===== src/logic/werewolf_pkg.sv =====
package werewolf_pkg;

    // -------------------------------------------------------------------------
    // Game sizes
    // -------------------------------------------------------------------------
    localparam int NUM_SEATS = 5;                   // Players at the table
    localparam int SEAT_W    = 3;                   // Seat index width
    localparam int NUM_DEALS = 20;                  // Deals held in the ROM
    localparam int DEAL_W    = 5;                   // Deal index width

    // -------------------------------------------------------------------------
    // Roles
    // -------------------------------------------------------------------------
    typedef enum logic [1:0] {
        villager = 2'd0,                            // No night action
        wolf     = 2'd1,                            // Picks the victim
        doctor   = 2'd2,                            // Picks the protected seat
        no_role  = 2'd3                             // Shown outside a turn
    } role_t;

    // Locked deal, two bits per seat
    typedef union packed {
        logic [2*NUM_SEATS-1:0] raw;                // Word as stored in the ROM
        role_t [0:NUM_SEATS-1]  roles;              // Seat 0 in the top bits
    } role_word_u;

    // -------------------------------------------------------------------------
    // Game sequencer states
    // -------------------------------------------------------------------------
    typedef enum logic [3:0] {
        idle        = 4'd0,                         // Waiting for start
        clear_all   = 4'd1,                         // Wipe game state
        shuffle     = 4'd2,                         // Deal counter spins
        store_deal  = 4'd3,                         // Lock the role word
        night_start = 4'd4,                         // Back to seat 0
        wait_turn   = 4'd5,                         // Seat gets ready
        turn        = 4'd6,                         // Role shown, action taken
        next_seat   = 4'd7,                         // Advance seat counter
        check_alive = 4'd8,                         // Skip dead seats
        night_end   = 4'd9,
        resolve     = 4'd10,                        // Apply attack vs protect
        announce    = 4'd11                         // Result shown
    } game_state_t;

endpackage


===== src/logic/game_ctrl_if.sv =====
interface game_ctrl_if;

    // Sequencer strobes, each a Moore level of one or more states
    logic clear_game;                               // Wipe deal, roles, deaths
    logic shuffle_step;                             // Advance deal counter
    logic store_deal;                               // Lock role word
    logic seat_clear;                               // Seat counter to 0
    logic seat_step;                                // Next seat, drop choice
    logic act_enable;                               // Turn in progress
    logic resolve_enable;                           // Settle the night

    // Datapath status
    logic last_seat;                                // Counter at final seat
    logic seat_alive;                               // Current seat not dead

    modport sequencer (
        output clear_game, shuffle_step, store_deal,
        output seat_clear, seat_step, act_enable, resolve_enable,
        input  last_seat, seat_alive
    );

    modport datapath (
        input  clear_game, shuffle_step, store_deal,
        input  seat_clear, seat_step, act_enable, resolve_enable,
        output last_seat, seat_alive
    );

endinterface


===== src/logic/game_sequencer.sv =====
module game_sequencer
    import werewolf_pkg::*;
(
    input  logic        clock,
    input  logic        reset,
    input  logic        start,                      // Begin a new game
    input  logic        pass,                       // Raw level
    game_ctrl_if.sequencer ctrl,
    output game_state_t state
);

    logic        pass_q0;                           // First sample of pass
    logic        pass_q1;                           // Previous sample
    logic        pass_pulse;                        // One cycle per press
    game_state_t cur_state;
    game_state_t next_state;

    // -------------------------------------------------------------------------
    // Pass edge detector
    // -------------------------------------------------------------------------
    always_ff @(posedge clock or posedge reset) begin
        if (reset) begin
            pass_q0 <= 1'b0;
            pass_q1 <= 1'b0;
        end else begin
            pass_q0 <= pass;
            pass_q1 <= pass_q0;
        end
    end

    assign pass_pulse = pass_q0 & ~pass_q1;         // Rising edge only

    // -------------------------------------------------------------------------
    // State register
    // -------------------------------------------------------------------------
    always_ff @(posedge clock or posedge reset) begin
        if (reset) begin
            cur_state <= idle;
        end else begin
            cur_state <= next_state;
        end
    end

    // -------------------------------------------------------------------------
    // Next state
    // -------------------------------------------------------------------------
    always_comb begin
        next_state = cur_state;                     // Hold by default
        case (cur_state)
            idle: begin
                if (start) next_state = clear_all;
            end
            clear_all:   next_state = shuffle;
            shuffle: begin
                if (pass_pulse) next_state = store_deal;    // Freeze the deal
            end
            store_deal:  next_state = night_start;
            // Seat 0 may already be dead, so it is checked like any other seat
            night_start: next_state = check_alive;
            wait_turn: begin
                if (pass_pulse) next_state = turn;
            end
            turn: begin
                if (pass_pulse) begin
                    if (ctrl.last_seat) begin
                        next_state = night_end;
                    end else begin
                        next_state = next_seat;
                    end
                end
            end
            next_seat:   next_state = check_alive;
            check_alive: begin
                if (ctrl.seat_alive) begin
                    next_state = wait_turn;
                end else if (ctrl.last_seat) begin
                    next_state = night_end;         // Dead last seat ends night
                end else begin
                    next_state = next_seat;         // Skip dead seat
                end
            end
            night_end:   next_state = resolve;
            resolve:     next_state = announce;
            announce: begin
                if (pass_pulse) next_state = night_start;   // Next night
            end
            default:     next_state = idle;         // Illegal code recovery
        endcase
    end

    // -------------------------------------------------------------------------
    // Moore strobes
    // -------------------------------------------------------------------------
    assign ctrl.clear_game     = (cur_state == idle) || (cur_state == clear_all);
    assign ctrl.shuffle_step   = (cur_state == shuffle);
    assign ctrl.store_deal     = (cur_state == store_deal);
    assign ctrl.seat_clear     = (cur_state == idle) || (cur_state == clear_all)
                              || (cur_state == night_start);
    assign ctrl.seat_step      = (cur_state == next_seat);      // Also drops choice
    assign ctrl.act_enable     = (cur_state == turn);
    assign ctrl.resolve_enable = (cur_state == resolve);

    assign state = cur_state;                       // Debug view of the phase

endmodule


===== src/logic/deal_unit.sv =====
module deal_unit
    import werewolf_pkg::*;
(
    input  logic              clock,
    input  logic              reset,
    input  logic              clear_game,           // Back to deal 0
    input  logic              shuffle_step,         // Spin one position
    input  logic              store_deal,           // Lock current deal
    output logic [DEAL_W-1:0] deal_index,
    output role_word_u        role_word
);

    logic [DEAL_W-1:0]      deal_next;              // Counter value after edge
    logic [2*NUM_SEATS-1:0] rom_data;               // Word of deal_index

    // -------------------------------------------------------------------------
    // Shuffle counter, modulo NUM_DEALS
    // -------------------------------------------------------------------------
    always_comb begin
        deal_next = deal_index;
        if (clear_game) begin
            deal_next = '0;
        end else if (shuffle_step) begin
            if (deal_index == DEAL_W'(NUM_DEALS - 1)) begin
                deal_next = '0;                     // Wrap 19 to 0
            end else begin
                deal_next = deal_index + 1'b1;
            end
        end
    end

    always_ff @(posedge clock or posedge reset) begin
        if (reset) begin
            deal_index <= '0;
        end else begin
            deal_index <= deal_next;
        end
    end

    // -------------------------------------------------------------------------
    // Deal ROM
    // -------------------------------------------------------------------------
    // Addressed with the next count so the word always matches deal_index.
    // Wolf is seat i/4, doctor the (i mod 4)-th of the others, rest villagers.
    always_ff @(posedge clock) begin
        case (deal_next)
            5'd0:    rom_data <= 10'b01_10_00_00_00;    // Wolf 0, doctor 1
            5'd1:    rom_data <= 10'b01_00_10_00_00;    // Wolf 0, doctor 2
            5'd2:    rom_data <= 10'b01_00_00_10_00;    // Wolf 0, doctor 3
            5'd3:    rom_data <= 10'b01_00_00_00_10;    // Wolf 0, doctor 4
            5'd4:    rom_data <= 10'b10_01_00_00_00;    // Wolf 1, doctor 0
            5'd5:    rom_data <= 10'b00_01_10_00_00;    // Wolf 1, doctor 2
            5'd6:    rom_data <= 10'b00_01_00_10_00;    // Wolf 1, doctor 3
            5'd7:    rom_data <= 10'b00_01_00_00_10;    // Wolf 1, doctor 4
            5'd8:    rom_data <= 10'b10_00_01_00_00;    // Wolf 2, doctor 0
            5'd9:    rom_data <= 10'b00_10_01_00_00;    // Wolf 2, doctor 1
            5'd10:   rom_data <= 10'b00_00_01_10_00;    // Wolf 2, doctor 3
            5'd11:   rom_data <= 10'b00_00_01_00_10;    // Wolf 2, doctor 4
            5'd12:   rom_data <= 10'b10_00_00_01_00;    // Wolf 3, doctor 0
            5'd13:   rom_data <= 10'b00_10_00_01_00;    // Wolf 3, doctor 1
            5'd14:   rom_data <= 10'b00_00_10_01_00;    // Wolf 3, doctor 2
            5'd15:   rom_data <= 10'b00_00_00_01_10;    // Wolf 3, doctor 4
            5'd16:   rom_data <= 10'b10_00_00_00_01;    // Wolf 4, doctor 0
            5'd17:   rom_data <= 10'b00_10_00_00_01;    // Wolf 4, doctor 1
            5'd18:   rom_data <= 10'b00_00_10_00_01;    // Wolf 4, doctor 2
            5'd19:   rom_data <= 10'b00_00_00_10_01;    // Wolf 4, doctor 3
            default: rom_data <= 10'b01_10_00_00_00;    // Unreachable index
        endcase
    end

    // -------------------------------------------------------------------------
    // Locked role word
    // -------------------------------------------------------------------------
    always_ff @(posedge clock or posedge reset) begin
        if (reset) begin
            role_word <= '0;
        end else if (clear_game) begin
            role_word <= '0;                        // All villagers until dealt
        end else if (store_deal) begin
            role_word.raw <= rom_data;
        end
    end

endmodule


===== src/logic/night_resolver.sv =====
module night_resolver
    import werewolf_pkg::*;
(
    input  logic                 clock,
    input  logic                 reset,
    game_ctrl_if.datapath        ctrl,
    input  role_word_u           role_word,         // Locked deal
    input  logic [NUM_SEATS-1:0] seat_buttons,      // Active high, one per seat
    output logic [SEAT_W-1:0]    seat,
    output role_t                seat_role,
    output logic [SEAT_W-1:0]    chosen,
    output logic [SEAT_W-1:0]    attacked,
    output logic [SEAT_W-1:0]    protected_seat,
    output logic [NUM_SEATS-1:0] deaths
);

    role_t cur_role;                                // Role of current seat

    // -------------------------------------------------------------------------
    // Seat counter and role lookup
    // -------------------------------------------------------------------------
    always_ff @(posedge clock or posedge reset) begin
        if (reset) begin
            seat <= '0;
        end else if (ctrl.seat_clear) begin
            seat <= '0;
        end else if (ctrl.seat_step) begin
            if (seat == SEAT_W'(NUM_SEATS - 1)) begin
                seat <= '0;                         // Wrap after last seat
            end else begin
                seat <= seat + 1'b1;
            end
        end
    end

    assign cur_role        = role_word.roles[seat];
    assign ctrl.last_seat  = (seat == SEAT_W'(NUM_SEATS - 1));
    assign ctrl.seat_alive = ~deaths[seat];
    assign seat_role       = ctrl.act_enable ? cur_role : no_role;     // Hidden off turn

    // -------------------------------------------------------------------------
    // Chosen-seat capture
    // -------------------------------------------------------------------------
    always_ff @(posedge clock or posedge reset) begin
        if (reset) begin
            chosen <= '0;
        end else if (ctrl.seat_clear || ctrl.seat_step) begin
            chosen <= '0;                           // Fresh choice per seat
        end else if (|seat_buttons) begin
            case (seat_buttons)
                5'b00001: chosen <= 3'd0;
                5'b00010: chosen <= 3'd1;
                5'b00100: chosen <= 3'd2;
                5'b01000: chosen <= 3'd3;
                5'b10000: chosen <= 3'd4;
                default:  chosen <= 3'd0;           // Several pressed
            endcase
        end
    end

    // -------------------------------------------------------------------------
    // Attack and protect registers
    // -------------------------------------------------------------------------
    always_ff @(posedge clock or posedge reset) begin
        if (reset) begin
            attacked       <= '0;
            protected_seat <= '0;
        end else if (ctrl.clear_game) begin
            attacked       <= '0;
            protected_seat <= '0;
        end else if (ctrl.act_enable) begin
            case (cur_role)
                wolf:    attacked       <= chosen;
                doctor:  protected_seat <= chosen;
                default: ;                          // Villager press ignored
            endcase
        end
    end

    // -------------------------------------------------------------------------
    // Death mask
    // -------------------------------------------------------------------------
    always_ff @(posedge clock or posedge reset) begin
        if (reset) begin
            deaths <= '0;
        end else if (ctrl.clear_game) begin
            deaths <= '0;
        end else if (ctrl.resolve_enable && (attacked != protected_seat)) begin
            deaths[attacked] <= 1'b1;               // Unprotected victim dies
        end
    end

endmodule


===== src/logic/werewolf_top.sv =====
module werewolf_top
    import werewolf_pkg::*;
(
    input  logic                 clock,
    input  logic                 reset,
    input  logic                 start,             // New game request
    input  logic                 pass,              // Level, edge taken inside
    input  logic [NUM_SEATS-1:0] seat_buttons,      // One button per seat
    output game_state_t          state,
    output logic [DEAL_W-1:0]    deal_index,        // Shuffle position
    output logic [SEAT_W-1:0]    seat,              // Seat whose turn it is
    output role_t                seat_role,         // Role during a turn
    output logic [SEAT_W-1:0]    chosen,            // Last seat pressed
    output logic [SEAT_W-1:0]    attacked,          // Wolf's victim
    output logic [SEAT_W-1:0]    protected_seat,    // Doctor's pick
    output logic [NUM_SEATS-1:0] deaths             // One bit per dead seat
);

    game_ctrl_if ctrl_if ();                        // Sequencer to datapath

    role_word_u role_word;                          // Locked deal

    // -------------------------------------------------------------------------
    // Control
    // -------------------------------------------------------------------------
    game_sequencer sequencer_i (
        .clock (clock),
        .reset (reset),
        .start (start),
        .pass  (pass),
        .ctrl  (ctrl_if.sequencer),
        .state (state)
    );

    // -------------------------------------------------------------------------
    // Deal selection
    // -------------------------------------------------------------------------
    deal_unit deal_i (
        .clock        (clock),
        .reset        (reset),
        .clear_game   (ctrl_if.clear_game),
        .shuffle_step (ctrl_if.shuffle_step),
        .store_deal   (ctrl_if.store_deal),
        .deal_index   (deal_index),
        .role_word    (role_word)
    );

    // -------------------------------------------------------------------------
    // Night actions and deaths
    // -------------------------------------------------------------------------
    night_resolver resolver_i (
        .clock          (clock),
        .reset          (reset),
        .ctrl           (ctrl_if.datapath),
        .role_word      (role_word),
        .seat_buttons   (seat_buttons),
        .seat           (seat),
        .seat_role      (seat_role),
        .chosen         (chosen),
        .attacked       (attacked),
        .protected_seat (protected_seat),
        .deaths         (deaths)
    );

endmodule


===== config.mk =====
export PLATFORM = sky130hd
export DESIGN_NAME = werewolf_top
export DESIGN_NICKNAME = d
export VERILOG_FILES = /design/src/logic/werewolf_pkg.sv /design/src/logic/game_ctrl_if.sv /design/src/logic/game_sequencer.sv /design/src/logic/deal_unit.sv /design/src/logic/night_resolver.sv /design/src/logic/werewolf_top.sv
export SDC_FILE = /design/constraint.sdc
export NUM_CORES = 1
export LEC_CHECK = 0
export BUFFER_PORTS_ARGS = -buffer_cell sky130_fd_sc_hd__buf_2
export CAP_MARGIN = 40
export CORE_MARGIN = 2
export CORE_UTILIZATION = 57
export DETAILED_ROUTE_END_ITERATION = 7
export GPL_TIMING_DRIVEN = 0
export PLACE_DENSITY = 0.8
export SKIP_LAST_GASP = 1
export SYNTH_ARGS = -nofsm -noshare
export SYNTH_HDL_FRONTEND = slang
export SYNTH_SLANG_ARGS = --single-unit

===== constraint.sdc =====
create_clock -name clock -period 4.8 [get_ports clock]
set_clock_uncertainty 0.1 [all_clocks]
set_input_delay 0 -clock clock [delete_from_list [all_inputs] [get_ports clock]]
set_output_delay 0 -clock clock [all_outputs]
set_load 0.03 [all_outputs]

### Yosys cells after proc, flatten, opt, wreduce, memory -nomap -nowiden

Memories as Yosys holds them, arrays and structs flattened. A register that Yosys moved wholly into a read port is not among the register bits.
Cells that the tools add are included.
W data, S select, Z words.

* flip-flop bits (word level): 38
* bits in read-only memories: 320
* input bits: 9
* output and inout port bits: 28
* word-level logic and storage cells: 99
* memories kept: 1

Memory list
* (no name shown): words 32, bits a word 10, read ports 1, clocked after memory_dff 1, wr ports 0, RTL line deal_unit.sv:46 `case (deal_next)`

* add/subtract/negate cells: 2
* magnitude comparators: 4
* equality and inequality tests: 25
* mux-type cells: 35
* bitwise gates (word level): 4
* reduce and logical (&&, ||, !) cells: 18

Operators with widths (count)
* $pmux W4 S11: 1
* $mux W3: 11
* $mux W4: 7
* $mux W5: 5
* $mux W10: 2
* $eq A4 B3 Y1 const B: 4
* $eq A4 B4 Y1 const B: 4
* $reduce_bool A2 Y1: 7
* $pmux W3 S4: 1
* $eq A5 B5 Y1 const B: 2
* $eq A4 B2 Y1 const B: 2
* $lt A3 B4 Y1 const B: 2
* $bmux W2 S3: 1
* $mux W2: 3
* $ne A2 B1 Y1 const B: 3
* $add A5 B1 Y5 const B: 1
* $eq A5 B2 Y1 const B: 1
* $eq A5 B3 Y1 const B: 1
* $eq A5 B4 Y1 const B: 1
* $or A5 B5 Y5: 1
* $reduce_and A5 Y1: 1
* $reduce_or A5 Y1: 1
* $eq A4 B1 Y1 const B: 1
* $ge A4 B4 Y1 const B: 1
* 18 further kinds: 24

### Logic depth before layout (Yosys ltp)

Gate-level depths: netlist of the first run.

* depth after elaboration: 8
* gate-level depth with buffers: 9
* mapped depth without buffers: 8

### Modules after synthesis

A second synthesis of the first run with hierarchy kept.

* cell total of the unflattened synthesis: 257
* area total of the unflattened synthesis: 2622.5 sq um

Modules (own cells, without submodules)
* deal_unit: instances 1, cells an instance 97, area an instance 1123.6 sq um, sequential area each 575.6 sq um
* night_resolver: instances 1, cells an instance 99, area an instance 1001.0 sq um, sequential area each 425.4 sq um
* game_sequencer: instances 1, cells an instance 61, area an instance 498.0 sq um, sequential area each 150.1 sq um

### Worst setup path before layout of the first run

Ideal clock, no wire load.

* kind: flip-flop to flip-flop
* start point: register resolver_i.seat[0]
* end point: register resolver_i.protected_seat[0]
* library setup time: 0.136 ns
* arrival time: 2.406 ns
* required time: 4.564 ns
* slack: 2.157 ns
* stages on the path, launching flop included: 7
* path buffers: 1
* clock period less this slack: 2.643 ns
* cell sequence: dfrtp_1 > clkbuf_1 > mux4_2 > a22oi_1 > nand3_1 > nor2_1 > o21ai_0

* longest elaborated chain between the ends: 7

RTL lines
* start: declaration: RTL line night_resolver.sv:9 `output logic [SEAT_W-1:0] seat,`
* start signal: assignment: RTL line night_resolver.sv:31 `seat <= seat + 1'b1;`
* $not A3 Y4 (implied by the code): RTL line night_resolver.sv:36 `assign cur_role = role_word.roles[seat];`
* $bmux W2 S3: RTL line night_resolver.sv:36
* $mux W2 (implied by the code) (2 in a row): RTL line night_resolver.sv:36
* $eq A2 B2 Y1: RTL line night_resolver.sv:72 `case (cur_role)`
* $reduce_bool A2 Y1 (no source line)
* $reduce_and A2 Y1 (no source line)
* end signal: assignment: RTL line night_resolver.sv:74 `doctor: protected_seat <= chosen;`
* end: declaration: RTL line night_resolver.sv:13 `output logic [SEAT_W-1:0] protected_seat,`

Every way passes these cells. The select of a mux whose other input is x is not followed.
A chain may end at the register's enable or synchronous reset.

### Worst setup path after layout of the first run

* start point: register sequencer_i.cur_state[2] (netlist: sequencer_i.state[2])
* end point: register resolver_i.chosen[0]

* longest elaborated chain between the ends: 5
* elaborated cells between the ends (all ways): 9
* those cells by class: eq/ne (3); mux (1); reduce/logical (5)

RTL lines
* start: declaration: RTL line game_sequencer.sv:15 `game_state_t cur_state;`
* start signal: assignment: RTL line game_sequencer.sv:38 `cur_state <= idle;`
* start signal: assignment: RTL line game_sequencer.sv:40 `cur_state <= next_state;`
* $eq A4 B1 Y1 or $logic_not A4 Y1 (tied branches): RTL line game_sequencer.sv:97 `assign ctrl.seat_clear = (cur_state == idle) || (cur_state == clear_all)`
* $logic_or A1 B1 Y1: RTL line game_sequencer.sv:97
* $logic_or A1 B1 Y1: RTL line game_sequencer.sv:98 `|| (cur_state == night_start);`
* $logic_or A1 B1 Y1 (*): RTL line night_resolver.sv:47 `end else if (ctrl.seat_clear || ctrl.seat_step) begin`
* $mux W3 or $reduce_bool A2 Y1 (tied branches)
* end signal: assignment: RTL line night_resolver.sv:46 `chosen <= '0;`
* end signal: assignment: RTL line night_resolver.sv:48 `chosen <= '0;`
* end signal: assignment: RTL line night_resolver.sv:51 `5'b00001: chosen <= 3'd0;`
* end: declaration: RTL line night_resolver.sv:11 `output logic [SEAT_W-1:0] chosen,`

Every way passes the cells marked *; elsewhere a longest branch is shown, timed or not.

==> results of run 1 <==
## metrics by stage
stage / util (%) / hold slack [ns]
2_1_floorplan: - / -0.06857
3_3_place_gp: 66.09 / 0.009130
3_5_place_dp: 66.21 / 0.01341
4_1_cts: 71.30 / 0.06613
5_1_grt: 71.30 / 0.1511
6_report: 71.30 / 0.07729
## sequential cells by signal (all words and copies together) (netlist names)
signal / cells
deal_i.role_word: 10
deal_i.rom_data: 10
deal_i.deal_index: 5
resolver_i.deaths: 5
sequencer_i.state: 4
resolver_i.attacked: 3
resolver_i.chosen: 3
resolver_i.protected_seat: 3
resolver_i.seat: 3
sequencer_i.pass_q0: 1
sequencer_i.pass_q1: 1
## cell usage in the layout (no fill, tap or decap), drive strengths merged, types with 3 or more instances in the layout
cell type / n
a21oi: 13
a22o: 10
a22oi: 4
a31oi: 5
buf: 42
clkbuf: 14
dfrtp: 38
dfxtp: 10
dlygate4sd3: 9
ha: 3
inv: 13
mux2i: 4
nand2: 19
nand3: 7
nand3b: 3
nor2: 24
nor2b: 4
nor3: 8
nor4: 4
o21ai: 15
o22ai: 3
o31ai: 5
xnor2: 3
xor2: 4
## cells by family (layout without fill, tap and decap cells)
logic type	Yosys count	count (layout)	synth area share [%]
AO/OA/AOI/OAI	75	75	21.56
XOR/XNOR	7	7	2.534
adder cells (fa/ha/maj)	3	3	1.551
buffers and inverters	26	80	4.395
flip-flops	48	48	47.57
multiplexers	6	6	3.671
AND/OR/NAND/NOR	86	86	18.72
## critical path, delay by kind of cell (launching register included)
| kind | cells | cell delay [ns] |
|---|---|---|
| flops | 1 | 0.41 |
| simple gates | 2 | 0.52 |
| buf+inv | 2 | 0.97 |
| xor+xnor | 1 | 0.20 |
| compound gates | 2 | 0.52 |
## metal layers
metal | vias to the layer above | wire length, um | global-route usage, %
li1 | 1035 | - | -
met1 | 1032 | 2528 | 35.13
met2 | 58 | 2779 | 39.32
met3 | 12 | 240 | 5.117
met4 | 0 | 98 | 7.843
met5 | - | 0 | 0
## what timing repair did
item                                    CTS  global route
endpoints found under the setup margin    0             0
setup buffers                             0             0
gates resized for setup                   0             0
hold buffers                              9             0
hold endpoints to repair                 42             0
## layout make-up
class                   instances  area [sq um]
plain buffers                  14         61.31
clock buffers                   5         68.82
clock inverters                 3         46.29
fillers                       325          1156
inverters                      12         45.04
multi-input cells             177          1162
flip-flops and latches         48          1151
well taps                      50         62.56
repair buffers                 46         275.3
## worst paths after layout
| check | start | to | slack (ns) | depth (start not counted) |
|---|---|---|---|---|
| min in group asynchronous | reset | deal_i.role_word[3] | 0.29 | 3 |
| max reg2reg | sequencer_i.state[2] | resolver_i.chosen[0] | 2.02 | 7 |
| min | start | sequencer_i.state[2] | 0.08 | 5 |
| max in group asynchronous | reset | resolver_i.attacked[2] | 3.81 | 3 |
| min reg2reg | sequencer_i.pass_q0 | sequencer_i.pass_q1 | 0.31 | 0 |
| max | sequencer_i.state[2] | resolver_i.chosen[0] | 2.02 | 7 |
## report_power, final
part | leakage (nW) | internal, mW | total (mW) | switching (mW)
clock network | 0.0548 | 0.157 | 0.299 | 0.142
logic | 0.659 | 0.233 | 0.697 | 0.464
registers | 0.599 | 0.470 | 0.518 | 0.0486
total | 1.31 | 0.860 | 1.51 | 0.654
==> impl_metrics.xml, run 1 <==
<?xml version="1.0" encoding="UTF-8"?>
<metrics>
  <group name="status">
    <metric name="run_status" unit="">finished, final reports clean</metric>
  </group>
  <group name="critical_path">
    <metric name="crit_fanout" unit="">10</metric>
    <metric name="path_cells" unit="">buf_1, nand2_1, xnor2_1, a21o_1, or2_1, a2111oi_0, dlygate4sd3_1</metric>
    <metric name="kind_of_end_point_of_the_critical_path" unit="">register</metric>
    <metric name="worstSetupStartpointType" unit="">register</metric>
    <metric name="cpMaxStageDelayCell" unit="">sky130_fd_sc_hd__dlygate4sd3_1</metric>
    <metric name="critPathArrivalTime" unit="ns">2.93</metric>
    <metric name="slowest_delay" unit="ns">0.61</metric>
    <metric name="timing.setup.critical_path_class" unit="">reg2reg</metric>
    <metric name="critical_path_required" unit="ns">4.94</metric>
  </group>
  <group name="timing">
    <metric name="fin_tns_setup" unit="ns">0</metric>
    <metric name="post-route-period-util" unit="%">58.00</metric>
    <metric name="final-setup-viol-count" unit="">0</metric>
    <metric name="postLayoutSetupSlackWorst" unit="ns">2.016</metric>
    <metric name="grt_setup_unrepaired" unit="">no</metric>
    <metric name="measured_slew_at_the_worst_slew_check_pin" unit="ns">0.7912</metric>
    <metric name="fin_crit" unit="ns">2.784</metric>
    <metric name="fmaxAchievable" unit="GHz">0.3592</metric>
    <metric name="final-max-slew-violation-count" unit="">0</metric>
    <metric name="worst_slew_margin_rel" unit="%">47.17</metric>
    <metric name="hold_viol_final" unit="">0</metric>
  </group>
  <group name="yosys">
    <metric name="post_synth_inst_count" unit="">251</metric>
    <metric name="number_of_flops_mapped_to_enable_cells_by_yosys" unit="">0</metric>
    <metric name="yosys_warnings" unit="">0</metric>
    <metric name="yosys.area.top_type" unit="">sky130_fd_sc_hd__dfrtp_1</metric>
    <metric name="yosys-top-cells-count" unit="">sky130_fd_sc_hd__dfrtp_1, sky130_fd_sc_hd__nor2_1, sky130_fd_sc_hd__nand2_1</metric>
    <metric name="mappedNetlistNets" unit="">263</metric>
    <metric name="synthTopCellsByArea" unit="">sky130_fd_sc_hd__dfrtp_1, sky130_fd_sc_hd__dfxtp_1, sky130_fd_sc_hd__nor2_1, sky130_fd_sc_hd__a22o_1, sky130_fd_sc_hd__nand2_1</metric>
    <metric name="yosysTopAreaCellShare" unit="%">39.30</metric>
    <metric name="ys_async_sr_fraction" unit="%">79.17</metric>
    <metric name="synth-main-ff-cell" unit="">sky130_fd_sc_hd__dfrtp_1</metric>
    <metric name="synth_most_common_cell" unit="">sky130_fd_sc_hd__dfrtp_1</metric>
    <metric name="synth.lib_cells_used.distinct" unit="">60</metric>
    <metric name="synth.cell_area" unit="sq mm">0.002420</metric>
    <metric name="synth.avg_cell_area" unit="sq um">9.641</metric>
    <metric name="postSynthRegisterBits" unit="">48</metric>
    <metric name="synth_sequential_area_ratio" unit="%">47.57</metric>
  </group>
  <group name="floorplanning">
    <metric name="design.portCount" unit="">37</metric>
    <metric name="fp.dieW" unit="um">69.16</metric>
    <metric name="start_util" unit="%">60.06</metric>
    <metric name="core" unit="sq mm">0.004029</metric>
    <metric name="die_area" unit="sq mm">0.004782</metric>
    <metric name="floorplan.rows" unit="">23</metric>
    <metric name="vertical_extent_of_the_die" unit="um">69.16</metric>
  </group>
  <group name="drt">
    <metric name="routed_via_density" unit="">6.020</metric>
    <metric name="initialDrtViolationCount" unit="">286</metric>
    <metric name="detail_route.first_pass.iterations" unit="">5</metric>
    <metric name="drc" unit="">0</metric>
    <metric name="routed-via-count" unit="">2137</metric>
    <metric name="wire_per_inst" unit="um">15.90</metric>
    <metric name="drt_wl_total" unit="mm">5.646</metric>
    <metric name="postRouteAntennaNets" unit="">0</metric>
  </group>
  <group name="cts">
    <metric name="clk_pin_slew_worst_paths" unit="ns">0.09</metric>
    <metric name="clock-sinks" unit="">48</metric>
    <metric name="clkLatencyLatePin" unit="ns">0.31</metric>
    <metric name="clock_path_buffers" unit="">2</metric>
    <metric name="tritoncts" unit="">done</metric>
    <metric name="cts_htree_levels" unit="">2</metric>
    <metric name="cts_inserted_buffers" unit="">5</metric>
    <metric name="clock_tree.root_cell" unit="">sky130_fd_sc_hd__clkbuf_8</metric>
  </group>
  <group name="placed_design">
    <metric name="place_congestion" unit="">0.8629</metric>
    <metric name="dpl_cell_area" unit="sq mm">0.002668</metric>
    <metric name="numPlacedInstances" unit="">338</metric>
    <metric name="placement.io_buffers" unit="">36</metric>
    <metric name="detailed_place_hpwl" unit="mm">3.980</metric>
    <metric name="dp_worst_setup_slack" unit="ns">2.193</metric>
  </group>
  <group name="global_route">
    <metric name="grt_first_pass_wirelength" unit="mm">9.735</metric>
    <metric name="grt_max_degree" unit="">39</metric>
    <metric name="first_global_vias" unit="">2025</metric>
    <metric name="antenna_found_initial" unit="">0</metric>
    <metric name="grt_use_total" unit="%">25.06</metric>
    <metric name="grt_remaining_overflow" unit="">0</metric>
  </group>
  <group name="pwr">
    <metric name="leakage_power_total" unit="nW">1.312</metric>
    <metric name="p_per_area" unit="mW/mm^2">526.9</metric>
    <metric name="vdd.ir_drop.worst" unit="V">0.0003544</metric>
    <metric name="report.power.total" unit="mW">1.514</metric>
  </group>
  <group name="finish">
    <metric name="finalInstanceArea" unit="sq mm">0.002873</metric>
    <metric name="nNetsFinal" unit="">316</metric>
    <metric name="finish.cell_count_without_fillers" unit="">355</metric>
    <metric name="antenna_cells" unit="">0</metric>
    <metric name="post_route_cells_drive_above_1_share" unit="%">18.69</metric>
    <metric name="area.growth.synth_to_final" unit="%">18.72</metric>
  </group>
  <group name="min_path">
    <metric name="hp-class" unit="">in2reg</metric>
  </group>
  <group name="flow_run">
    <metric name="maxCapViolations" unit="">0</metric>
  </group>
</metrics>
(Power assumes the default switching activity.)
==> inputs of run 2 (changes only) <==
--- a/config.mk
+++ b/config.mk
@@ -8,10 +8,10 @@
 export BUFFER_PORTS_ARGS = -buffer_cell sky130_fd_sc_hd__buf_2
 export CAP_MARGIN = 40
 export CORE_MARGIN = 2
-export CORE_UTILIZATION = 57
+export CORE_UTILIZATION = 56
 export DETAILED_ROUTE_END_ITERATION = 7
 export GPL_TIMING_DRIVEN = 0
-export PLACE_DENSITY = 0.8
+export PLACE_DENSITY = 0.79
 export SKIP_LAST_GASP = 1
 export SYNTH_ARGS = -nofsm -noshare
 export SYNTH_HDL_FRONTEND = slang
==> constraint.sdc (replaced) <==
create_clock -name clock -period 2.73 [get_ports clock]
set_clock_uncertainty 0.1 [all_clocks]
set_input_delay 0 -clock clock [delete_from_list [all_inputs] [get_ports clock]]
set_output_delay 0 -clock clock [all_outputs]
set_load 0.03 [all_outputs]
==> impl_metrics.xml, run 2 (synthesis gave the netlist of run 1 again) <==
<?xml version="1.0" encoding="UTF-8"?>
<metrics>
  <group name="floorplanning">
    <metric name="vertical_extent_of_the_die" unit="um">69.74</metric>
    <metric name="core" unit="sq mm">0.004086</metric>
    <metric name="start_util" unit="%">59.22</metric>
    <metric name="die_area" unit="sq mm">0.004863</metric>
    <metric name="fp.dieW" unit="um">69.74</metric>
    <metric name="design.portCount" unit="">37</metric>
    <metric name="floorplan.rows" unit="">23</metric>
  </group>
  <group name="placed_design">
    <metric name="placement.io_buffers" unit="">36</metric>
    <metric name="detailed_place_hpwl" unit="mm">3.890</metric>
    <metric name="dp_worst_setup_slack" unit="ns">0.1851</metric>
    <metric name="place_congestion" unit="">0.8790</metric>
  </group>
  <group name="cts">
    <metric name="clock_tree.root_cell" unit="">sky130_fd_sc_hd__clkbuf_8</metric>
    <metric name="post_cts_buffers" unit="">0</metric>
    <metric name="tritoncts" unit="">done</metric>
    <metric name="clock_path_buffers" unit="">2</metric>
    <metric name="cts_htree_levels" unit="">2</metric>
    <metric name="clkLatencyLatePin" unit="ns">0.31</metric>
    <metric name="cts_inserted_buffers" unit="">5</metric>
    <metric name="clk_pin_slew_worst_paths" unit="ns">0.09</metric>
    <metric name="clock-sinks" unit="">48</metric>
  </group>
  <group name="finish">
    <metric name="antenna_cells" unit="">0</metric>
    <metric name="final_core_util" unit="%">70.91</metric>
    <metric name="most-common-layout-cells" unit="">sky130_fd_sc_hd__buf_2, sky130_fd_sc_hd__dfrtp_1, sky130_fd_sc_hd__nor2_1</metric>
    <metric name="post_route_cells_drive_above_1_share" unit="%">19.34</metric>
    <metric name="nNetsFinal" unit="">316</metric>
    <metric name="area.growth.synth_to_final" unit="%">19.75</metric>
    <metric name="reg.largest.list" unit="">deal_i.role_word x10, deal_i.rom_data x10</metric>
  </group>
  <group name="timing">
    <metric name="postLayoutSetupSlackWorst" unit="ns">0.1772</metric>
    <metric name="final-setup-viol-count" unit="">0</metric>
    <metric name="fmaxAchievable" unit="GHz">0.3917</metric>
    <metric name="fin_tns_setup" unit="ns">0</metric>
    <metric name="fin_crit" unit="ns">2.553</metric>
    <metric name="worst_slew_margin_rel" unit="%">47.94</metric>
    <metric name="measured_slew_at_the_worst_slew_check_pin" unit="ns">0.7797</metric>
    <metric name="hold_viol_final" unit="">0</metric>
    <metric name="grt_setup_unrepaired" unit="">yes</metric>
    <metric name="final-max-slew-violation-count" unit="">0</metric>
    <metric name="post-route-period-util" unit="%">93.51</metric>
  </group>
  <group name="pwr">
    <metric name="leakage_power_total" unit="nW">1.330</metric>
    <metric name="p_per_area" unit="mW/mm^2">948.3</metric>
    <metric name="vdd.ir_drop.worst" unit="V">0.0005872</metric>
    <metric name="report.power.total" unit="mW">2.748</metric>
  </group>
  <group name="global_route">
    <metric name="grt_first_pass_wirelength" unit="mm">9.549</metric>
    <metric name="grt_max_degree" unit="">39</metric>
    <metric name="grt_use_total" unit="%">24.95</metric>
    <metric name="grt_remaining_overflow" unit="">0</metric>
    <metric name="antenna_found_initial" unit="">0</metric>
    <metric name="first_global_vias" unit="">2003</metric>
  </group>
  <group name="drt">
    <metric name="postRouteAntennaNets" unit="">0</metric>
    <metric name="initialDrtViolationCount" unit="">315</metric>
    <metric name="routed-via-count" unit="">2148</metric>
    <metric name="drt_wl_total" unit="mm">5.498</metric>
    <metric name="detail_route.first_pass.iterations" unit="">4</metric>
    <metric name="drc" unit="">0</metric>
    <metric name="routed_via_density" unit="">6.051</metric>
    <metric name="wire_per_inst" unit="um">15.49</metric>
  </group>
  <group name="flow_run">
    <metric name="maxCapViolations" unit="">0</metric>
  </group>
  <group name="critical_path">
    <metric name="crit_fanout" unit="">10</metric>
    <metric name="critPathArrivalTime" unit="ns">2.71</metric>
    <metric name="setup.worst_path.start" unit="">sequencer_i.state[1]</metric>
    <metric name="kind_of_end_point_of_the_critical_path" unit="">register</metric>
    <metric name="reg2reg_setup_slack" unit="ns">0.18</metric>
    <metric name="regToRegStartpoint" unit="">sequencer_i.state[1]</metric>
    <metric name="worstSetupStartpointType" unit="">register</metric>
    <metric name="critical_path_required" unit="ns">2.88</metric>
    <metric name="timing.setup.critical_path_class" unit="">reg2reg</metric>
  </group>
  <group name="status">
    <metric name="run_status" unit="">finished, final reports clean</metric>
  </group>
  <group name="min_path">
    <metric name="hp-class" unit="">in2reg</metric>
    <metric name="hp_start" unit="">seat_buttons[0]</metric>
  </group>
</metrics>
[run 2: area by class of cell]
cell class                 count  area, sq um
buffer                        14        63.81
clock buffer                   5        68.82
clock inverter                 3        68.82
fill                         310         1189
inverter                      12        45.04
multi-input combinational    177         1162
sequential                    48         1151
tap                           50        62.56
timing repair buffer          46        275.3
[run 2: power by group]
part	switching [mW]	internal (mW)
Combinational	0.806	0.413
Sequential	0.0838	0.826
Clock	0.251	0.369
Total	1.14	1.61
[run 2: metal layers]
layer | GRT usage (%) | part of all wire [%] | wire (um) | up-vias
met5 | 0 | 0 | 0 | -
li1 | - | - | - | 1037
met2 | 38.35 | 48 | 2616 | 67
met4 | 10.68 | 2.5 | 140 | 0
met1 | 34.38 | 45 | 2473 | 1032
met3 | 5.233 | 4.8 | 266 | 12
[run 2: critical path, stage by stage (launching register included)]
cell,delay (ns)
sky130_fd_sc_hd__dfrtp_1,0.40
sky130_fd_sc_hd__clkbuf_1,0.40
sky130_fd_sc_hd__inv_2,0.18
sky130_fd_sc_hd__xnor2_1,0.17
sky130_fd_sc_hd__a21o_1,0.21
sky130_fd_sc_hd__or2_1,0.23
sky130_fd_sc_hd__nor4_1,0.22
sky130_fd_sc_hd__dlygate4sd3_1,0.58
[run 2: final timing paths]
path	to	cells after the start
setup / recovery	resolver_i.chosen[2]	7
hold / removal	resolver_i.chosen[0]	4
setup reg to reg	resolver_i.chosen[2]	7
hold reg to reg	sequencer_i.pass_q1	0
max in group asynchronous	sequencer_i.state[2]	3
min in group asynchronous	resolver_i.chosen[2]	3
[run 2: through the flow]
| step | hold WS (ns) | cells | instance area (sq um) |
|---|---|---|---|
| after global routing | 0.03109 | 355 | 2898 |
| after global placement | 0.01240 | 337 | 2663 |
| after detailed placement | 0.01708 | 338 | 2668 |
| final | 0.01018 | 355 | 2898 |
| after floorplan | -0.06857 | 251 | 2420 |
| after CTS | 0.009947 | 355 | 2895 |
[run 2: repair_timing]
action / CTS / global route
endpoints found under the setup margin: 0 / 3
resized for setup: 0 / 3
hold endpoints to repair: 42 / 0
hold buffers: 9 / 0
